==> src/source/dc_arbiter.sv <==
/* Read/write arbiter of the data cache. Holds one registered grant until the
   matching completion pulse, then picks again from the idle state */
`default_nettype none

module dc_arbiter (
  input  logic clk,
  input  logic arst_n,
  input  logic v_mem_read,
  input  logic mem_conflict,
  input  logic wr_fifo_empty,
  input  logic wr_fifo_to_be_full,
  input  logic mem_rd_ready,
  input  logic mem_wr_done,
  output logic ren,
  output logic wen
);

  logic rd_want;
  logic wr_want;
  logic wr_first;

  // A read overlapping a queued write has to wait for it
  assign rd_want = v_mem_read & ~mem_conflict;
  assign wr_want = ~wr_fifo_empty;

  // Write goes first when the FIFO is filling up or the read cannot go
  assign wr_first = wr_want & (wr_fifo_to_be_full | mem_conflict | ~rd_want);

  always_ff @(posedge clk or negedge arst_n) begin
    if (!arst_n) begin
      ren <= 1'b0;
      wen <= 1'b0;
    end else if (ren | wen) begin
      // Drop the grant after its own completion
      if (ren && mem_rd_ready) begin
        ren <= 1'b0;
      end
      if (wen && mem_wr_done) begin
        wen <= 1'b0;
      end
    end else if (wr_first) begin
      wen <= 1'b1;
    end else if (rd_want) begin
      ren <= 1'b1;
    end
  end

endmodule

`default_nettype wire

==> config.mk <==
export PLATFORM = sky130hd
export DESIGN_NAME = dc_arbiter
export DESIGN_NICKNAME = d
export VERILOG_FILES = /design/src/source/dc_arbiter.sv
export SDC_FILE = /design/constraint.sdc
export NUM_CORES = 1
export LEC_CHECK = 0
export BUFFER_PORTS_ARGS = -buffer_cell sky130_fd_sc_hd__buf_2
export CAP_MARGIN = 5
export CORE_AREA = 2 2 39 41
export CTS_CLUSTER_SIZE = 20
export DETAILED_ROUTE_END_ITERATION = 10
export DIE_AREA = 0 0 41 43
export HOLD_SLACK_MARGIN = 0.08
export PLACE_DENSITY = 0.3
export SETUP_SLACK_MARGIN = 0.15
export SLEW_MARGIN = 20
export SYNTH_ARGS = -nofsm -noshare
export SYNTH_HDL_FRONTEND = slang
export SYNTH_SLANG_ARGS = --single-unit
export TNS_END_PERCENT = 100
==> constraint.sdc <==
create_clock -name clk -period 2.2 [get_ports clk]
set_input_delay 0.44 -clock clk [delete_from_list [all_inputs] [get_ports clk]]
set_output_delay 0.44 -clock clk [all_outputs]
set_load 0.03 [all_outputs]
## Word-level counts from Yosys, hierarchy flattened

Cells that the tools add are included.

| word-level totals | value |
|---|---|
| output and inout bits | 2 |
| word-level logic and storage cells | 26 |
| register bits after elaboration | 2 |
| input bits | 8 |

| operators by class | value |
|---|---|
| bitwise logic cells | 8 |
| reduce and logical (&&, ||, !) cells | 6 |
| eq/ne operators | 3 |
| muxes and demuxes | 7 |

Operators with widths:

| cell | number |
|---|---|
| 2-to-1 mux 1 bit | 7 |
| != test 2 x 1 -> 1 bit, second input constant | 3 |
| nonzero test 2 bit | 2 |
| NOT 1 bit | 3 |
| OR 1 bit | 3 |
| AND reduction 3 bit | 1 |
| AND 1 bit | 2 |
| logical AND 1 bit | 2 |
| AND reduction 2 bit | 1 |

## Logic depth before layout (Yosys ltp)

Gate-level depths: netlist of run 1.

| depth | value |
|---|---|
| depth after elaboration | 7 |
| gate-level depth with buffers | 2 |
| depth with buffers taken out | 2 |

## Worst setup path after synthesis of run 1

Ideal clock, no wire load.

| timing path | value |
|---|---|
| path type | reg-to-reg |
| start | reg wen |
| end | reg ren |
| library setup time | 0.080 ns |
| path buffers | 0 |
| path slack | 0.991 ns |
| data required time | 2.120 ns |
| arrival | 1.128 ns |
| clock period less this slack | 1.209 ns |
| stages on the path, launching flop included | 3 |
| path through | dfrtp_1 or4b_1 o22ai_2 |

| between the ends | value |
|---|---|
| cells in the longest elaborated chain, start to end | 3 |
| elaborated cells on any way between the ends | 6 |
| those cells by class | eq/ne (2); mux (1); bitwise (1); reduce/logical (2) |

RTL lines:

| what | RTL line | text |
|---|---|---|
| start: declaration | 15 | `output logic wen` |
| start signal: assignment | 32 | `wen <= 1'b0;` |
| start signal: assignment | 39 | `wen <= 1'b0;` |
| start signal: assignment | 42 | `wen <= 1'b1;` |
| OR 1 bit (*) | 33 | `end else if (ren \| wen) begin` |
| != test 2 x 1 -> 1 bit (no source line) / nonzero test 2 bit (equally long branches) | -- |  |
| AND reduction 3 bit (no source line) | -- |  |
| end signal: assignment | 31 | `ren <= 1'b0;` |
| end signal: assignment | 36 | `ren <= 1'b0;` |
| end signal: assignment | 44 | `ren <= 1'b1;` |
| end: declaration | 14 | `output logic ren,` |

Mark *: on every way between the ends. The rest lies on a longest branch, timed or not.
A chain may end at the register's enable or synchronous reset.

## Worst setup path in the final report of run 1

| timing path | value |
|---|---|
| start | reg ren |
| end | out ren |

No word-level cell between the ends.

==> results of run 1 <==
## sequential cells by signal, indices dropped and copies added (netlist names)
name and cells:
wen 1, ren 1
## kinds of logic after synthesis
group / synth area share, %
DFF: 47.06
and+or+nand+nor: 29.42
AOI/OAI and AO/OA: 20.00
buffers and inverters: 3.526
## worst max-delay path by stage
stage	cells past startpoint	to	slack, ps
2_1_floorplan	2	ren	990
3_3_place_gp	3	ren	1010
3_5_place_dp	3	ren	990
4_1_cts	1	ren	930
5_1_grt	1	ren	900
6_report	1	ren	930
## layout make-up
class,count,share of cell area [%]
repair buffers,10,26.99
multi-input cells,6,25.77
flip-flops and latches,2,24.54
clock buffers,3,11.04
well taps,16,9.816
inverters,1,1.840
## timing repair
item	4_1_cts	5_1_grt
hold buffers	1	0
hold endpoints to repair	2	0
setup buffers	0	0
## placed cells by master, fill, tap and decap left out
master         count
buf_2              9
clkbuf_4           3
dfrtp_1            2
inv_1              1
nor2b_1            1
or4b_1             1
o22ai_2            1
nor3b_1            1
or2b_1             1
o41ai_1            1
dlygate4sd3_1      1
## power by group through the flow
stage	Combinational (W)	Clock [W]	Sequential, W
final	0.0000422	0.0000812	0.0000507
after global routing	0.0000461	0.0000918	0.0000518
after CTS	0.0000425	0.0000878	0.0000507
after detailed placement	0.0000411	0	0.0000511
after global placement	0.0000408	0	0.0000502
after floorplan	0.0000120	0	0.0000629
## through the flow
stage               instances  setup WS [ps]
detailed placement         34          986.5
CTS                        38          926.7
floorplan                   9          991.2
global placement           34           1008
finish                     38          928.6
global route               38          899.4
## routing by layer
metal  global-route usage [%]  wire length, um
met1                    6.452              182
met2                    2.813               83
met3                    6.283               47
met4                    6.000                0
met5                        0                0
==> results.py, run 1 <==
metrics = {
    "drt": {
        "wirelength_um": 314,
        "vias_per_cell": 3.026,
        "drt-initial-drc-count": 2,
        "ant_nets": 0,
        "drc": 0,
        "firstDrtPassIters": 4,
        "avgRoutedWirePerCell_um": 8.263,
        "via_count": 115,
    },
    "floorplan": {
        "rows": 14,
        "fp.coreArea_um2": 1384,
        "io-pin-count": 10,
        "initial_core_util_pct": 7.685,
        "dieHeight_um": 43,
        "die-area_um2": 1763,
        "dieWidth_um": 41,
    },
    "sta": {
        "grt_setup_unrepaired": "no",
        "clock_skew_ps": 0.1748,
        "tns_ps": 0,
        "drv_slew": 0,
        "hold_viol_final": 0,
        "relSlewSlack_pct": 82.17,
        "finalCriticalPeriod_ps": 1271,
        "max_freq_mhz": 786.5,
        "hold_slack_ps": 413.7,
        "finalSetupViolations": 0,
        "tightest_slew_ps": 264.0,
        "fin_crit_sh_pct": 57.79,
    },
    "cells_and_area": {
        "fin_util_pct": 14.74,
        "drive_gt1_share_pct": 59.09,
        "syn_to_final_growth_pct": 91.77,
        "n_antenna_cell": 0,
        "fillers": 157,
        "multi_input_area_um2": 52.55,
        "regArea_um2": 50.05,
        "postLayoutCellArea_um2": 203.9,
        "final_nets": 32,
    },
    "clocking": {
        "cts.path.max_buffers": 2,
        "cts_sinks": 2,
        "worstSkewPairLatency_ps": 220,
        "cts_tree": "done",
        "clk_pin_slew_ps": 30,
        "cts_buffers": 3,
        "htreeDepth": 1,
        "ctsResizeCount": 0,
        "clockRootBuffer": "clkbuf_4",
    },
    "worst_setup_path": {
        "critPathCaptureType": "output pin",
        "cp.arrival_ps": 830,
        "cp_num_buf_inv": 1,
        "r2r_slack_ps": 1080,
        "start_kind": "register",
        "crit_fanout": 4,
        "cp_slowest_cell": "dfrtp_1",
        "crit_type": "register to output pin",
        "cpLargestDelayFamily": "flip-flops",
        "critical-path-max-stage-delay_ps": 390,
        "worstReg2RegEnd": "ren",
        "crit_path_start": "ren",
        "reg2regPathDepth": 2,
        "crit_chain": "buf_2",
        "required_ps": 1760,
        "r2r-start": "wen",
    },
    "outcome": {
        "outcome": "completed",
    },
    "power": {
        "internal_power_w": 0.0001225,
        "ir_worst_vdd_mv": 0.1916,
        "power_density_nw_per_um2": 854.0,
        "p_seq_share_pct": 29.1,
        "power.switching_w": 0.00005170,
        "swShare_pct": 29.68,
        "power.leakage_nw": 0.09732,
        "power_frac_comb_pct": 24.2,
        "power.total_w": 0.0001742,
        "clkPwrFrac_pct": 46.6,
    },
    "global_routing": {
        "grt_pass1_wl_um": 476,
        "grt_overflow": 0,
        "antenna_found_initial": 0,
        "grt_pass1_vias": 103,
        "grt_max_degree": 5,
        "track_usage_pct": 5.025,
    },
    "synth": {
        "synthDistinctLibCells": 8,
        "mappedNetlistNets": 17,
        "ys_top_cells_by_area": "dfrtp_1, o22ai_2, or4b_1",
        "synth-seq-cells": 2,
        "yosysTopAreaCell": "dfrtp_1",
        "yosysSeqAreaShare_pct": 47.06,
        "syn_inst": 9,
        "synth_most_common_cell": "dfrtp_1",
        "synth_edf_count": 0,
        "ys_async_sr_fraction_pct": 100.0,
        "syn_area_um2": 106.4,
        "syn_avg_cell_area_um2": 11.82,
        "synth-main-ff-cell": "dfrtp_1",
        "ys_warn_count": 0,
        "synth_top_area_share_pct": 47.06,
    },
    "placed_design": {
        "gp_congestion": 0.5433,
        "placed_area_um2": 171.4,
        "port_buffers": 9,
    },
    "worst_hold_path": {
        "min_path_cells": 2,
        "hold_end": "ren",
        "hold_class": "primary input to register",
        "min-delay-start": "mem_rd_ready",
    },
    "job": {
        "maxCapViolCount": 0,
    },
}
(Power assumes the default switching activity.)
==> run 2, diff against run 1 <==
==> constraint.sdc (replaced) <==
create_clock -name clk -period 1.2 [get_ports clk]
set_input_delay 0.24 -clock clk [delete_from_list [all_inputs] [get_ports clk]]
set_output_delay 0.24 -clock clk [all_outputs]
set_load 0.03 [all_outputs]
==> run 2 against run 1 <==
Effect of this change:
- die area did not move
- clock-buffer cell count is the same
- largest power group unchanged
- worst hold slack lost 210 ps
- non-clock buffer count grew 1
- worst setup slack worse by 830 ps
- power grew 98%
- critical path depth grew 1
- design area increased by 9.8%
- sequential cell count unchanged
- core utilization up 1.4 points
==> results.py, run 2 (synthesis results as in run 1) <==
metrics = {
    "worst_setup_path": {
        "crit_chain": "or4b_4 > o22ai_2",
        "r2r_slack_ps": 100,
        "critPathCaptureType": "register",
        "crit_type": "register to register",
        "cp_slowest_cell": "or4b_4",
        "cp.arrival_ps": 1240,
        "required_ps": 1340,
        "crit_fanout": 4,
        "critical-path-max-stage-delay_ps": 510,
        "start_kind": "register",
    },
    "sta": {
        "drv_slew": 0,
        "relSlewSlack_pct": 82.77,
        "hold_viol_final": 0,
        "max_freq_mhz": 907.0,
        "tightest_slew_ps": 255.1,
        "finalCriticalPeriod_ps": 1103,
        "layout_setup_ws_ps": 97.44,
        "tns_ps": 0,
        "fin_crit_sh_pct": 91.88,
        "finalSetupViolations": 0,
        "clock_skew_ps": 0.8851,
        "grt_setup_unrepaired": "yes",
    },
    "power": {
        "power.total_w": 0.0003455,
        "ir_worst_vdd_mv": 0.2282,
        "power.leakage_nw": 0.1031,
        "power_density_nw_per_um2": 1543,
    },
    "floorplan": {
        "io-pin-count": 10,
        "fp.coreArea_um2": 1384,
        "rows": 14,
        "dieWidth_um": 41,
        "initial_core_util_pct": 7.685,
        "die-area_um2": 1763,
        "dieHeight_um": 43,
    },
    "job": {
        "maxCapViolCount": 0,
    },
    "clocking": {
        "worstSkewPairLatency_ps": 220,
        "cts_sinks": 2,
        "clk_pin_slew_ps": 30,
        "clockRootBuffer": "clkbuf_4",
        "htreeDepth": 1,
        "cts_buffers": 3,
        "cts.path.max_buffers": 2,
        "cts_tree": "done",
    },
    "cells_and_area": {
        "syn_to_final_growth_pct": 110.6,
        "n_antenna_cell": 0,
        "final_nets": 33,
        "layout_common_cells": "buf_2, clkbuf_4, dfrtp_2",
        "drive_gt1_share_pct": 73.91,
        "top_regs": "ren (1), wen (1)",
        "final_common_cell": "buf_2",
    },
    "placed_design": {
        "dp_slack_ps": 93.89,
        "gp_congestion": 0.6665,
        "port_buffers": 9,
    },
    "global_routing": {
        "grt_pass1_wl_um": 545,
        "antenna_found_initial": 0,
        "grt_max_degree": 5,
        "track_usage_pct": 5.422,
        "grt_pass1_vias": 150,
        "grt_overflow": 0,
    },
    "drt": {
        "drt-initial-drc-count": 3,
        "firstDrtPassIters": 2,
        "via_count": 122,
        "wirelength_um": 359,
        "vias_per_cell": 3.128,
        "drc": 0,
        "avgRoutedWirePerCell_um": 9.205,
        "ant_nets": 0,
    },
    "worst_hold_path": {
        "hold_class": "primary input to register",
    },
    "outcome": {
        "outcome": "completed",
    },
}
## run 2: worst max-delay path, delay by kind of cell (launching register included)
kind            cells  cell delay [ps]
compound gates      1              100
flops               1              410
simple gates        1              510
## run 2: final cells by class
cell class,instances,area (um^2)
repair buffers,11,68.82
clock buffers,3,22.52
flip-flops and latches,2,52.55
fillers,164,1160
inverters,1,3.754
multi-input cells,6,56.30
well taps,16,20.02
## run 2: metrics by stage
stage	cells	hold WS [ps]	utilization [%]	cell area (um^2)
finish	39	203.2	16.18	224.0
global route	39	210.3	16.18	224.0
CTS	38	192.9	15.37	212.7
detailed placement	34	30.42	12.57	173.9
global placement	34	28.50	12.57	173.9
floorplan	9	-55.59	-	108.9
## run 2: power by group
group | switching (W) | internal (W) | total, W
registers | 0.0000152 | 0.0000828 | 0.0000980
clock network | 0.0000398 | 0.000110 | 0.000150
logic | 0.0000463 | 0.0000509 | 0.0000972
total | 0.000101 | 0.000244 | 0.000345
## run 2: final timing paths
kind	start	to	cells after the start
worst min-delay path	mem_rd_ready	ren	2
worst max register to register	ren	ren	2
max in group asynchronous	arst_n	wen	2
min in group asynchronous	arst_n	ren	2
worst max-delay path	ren	ren	2
worst min register to register	wen	wen	1
## run 2: repair_timing
action,in CTS,in global routing
hold buffers,1,0
resized for setup,2,1
endpoints found under the setup margin,3,2
setup buffers,0,1
endpoints found under the hold margin,2,0
## run 2: per-layer routing
metal  wire (um)  share of wire (%)  up-vias  GRT usage, %
li1            -                  -       62             -
met1         162                 45       50         6.109
met2         127                 35       10         5.000
met3          68                 19        0         3.665
met4           0                  0        0         8.000
met5           0                  0        -             0
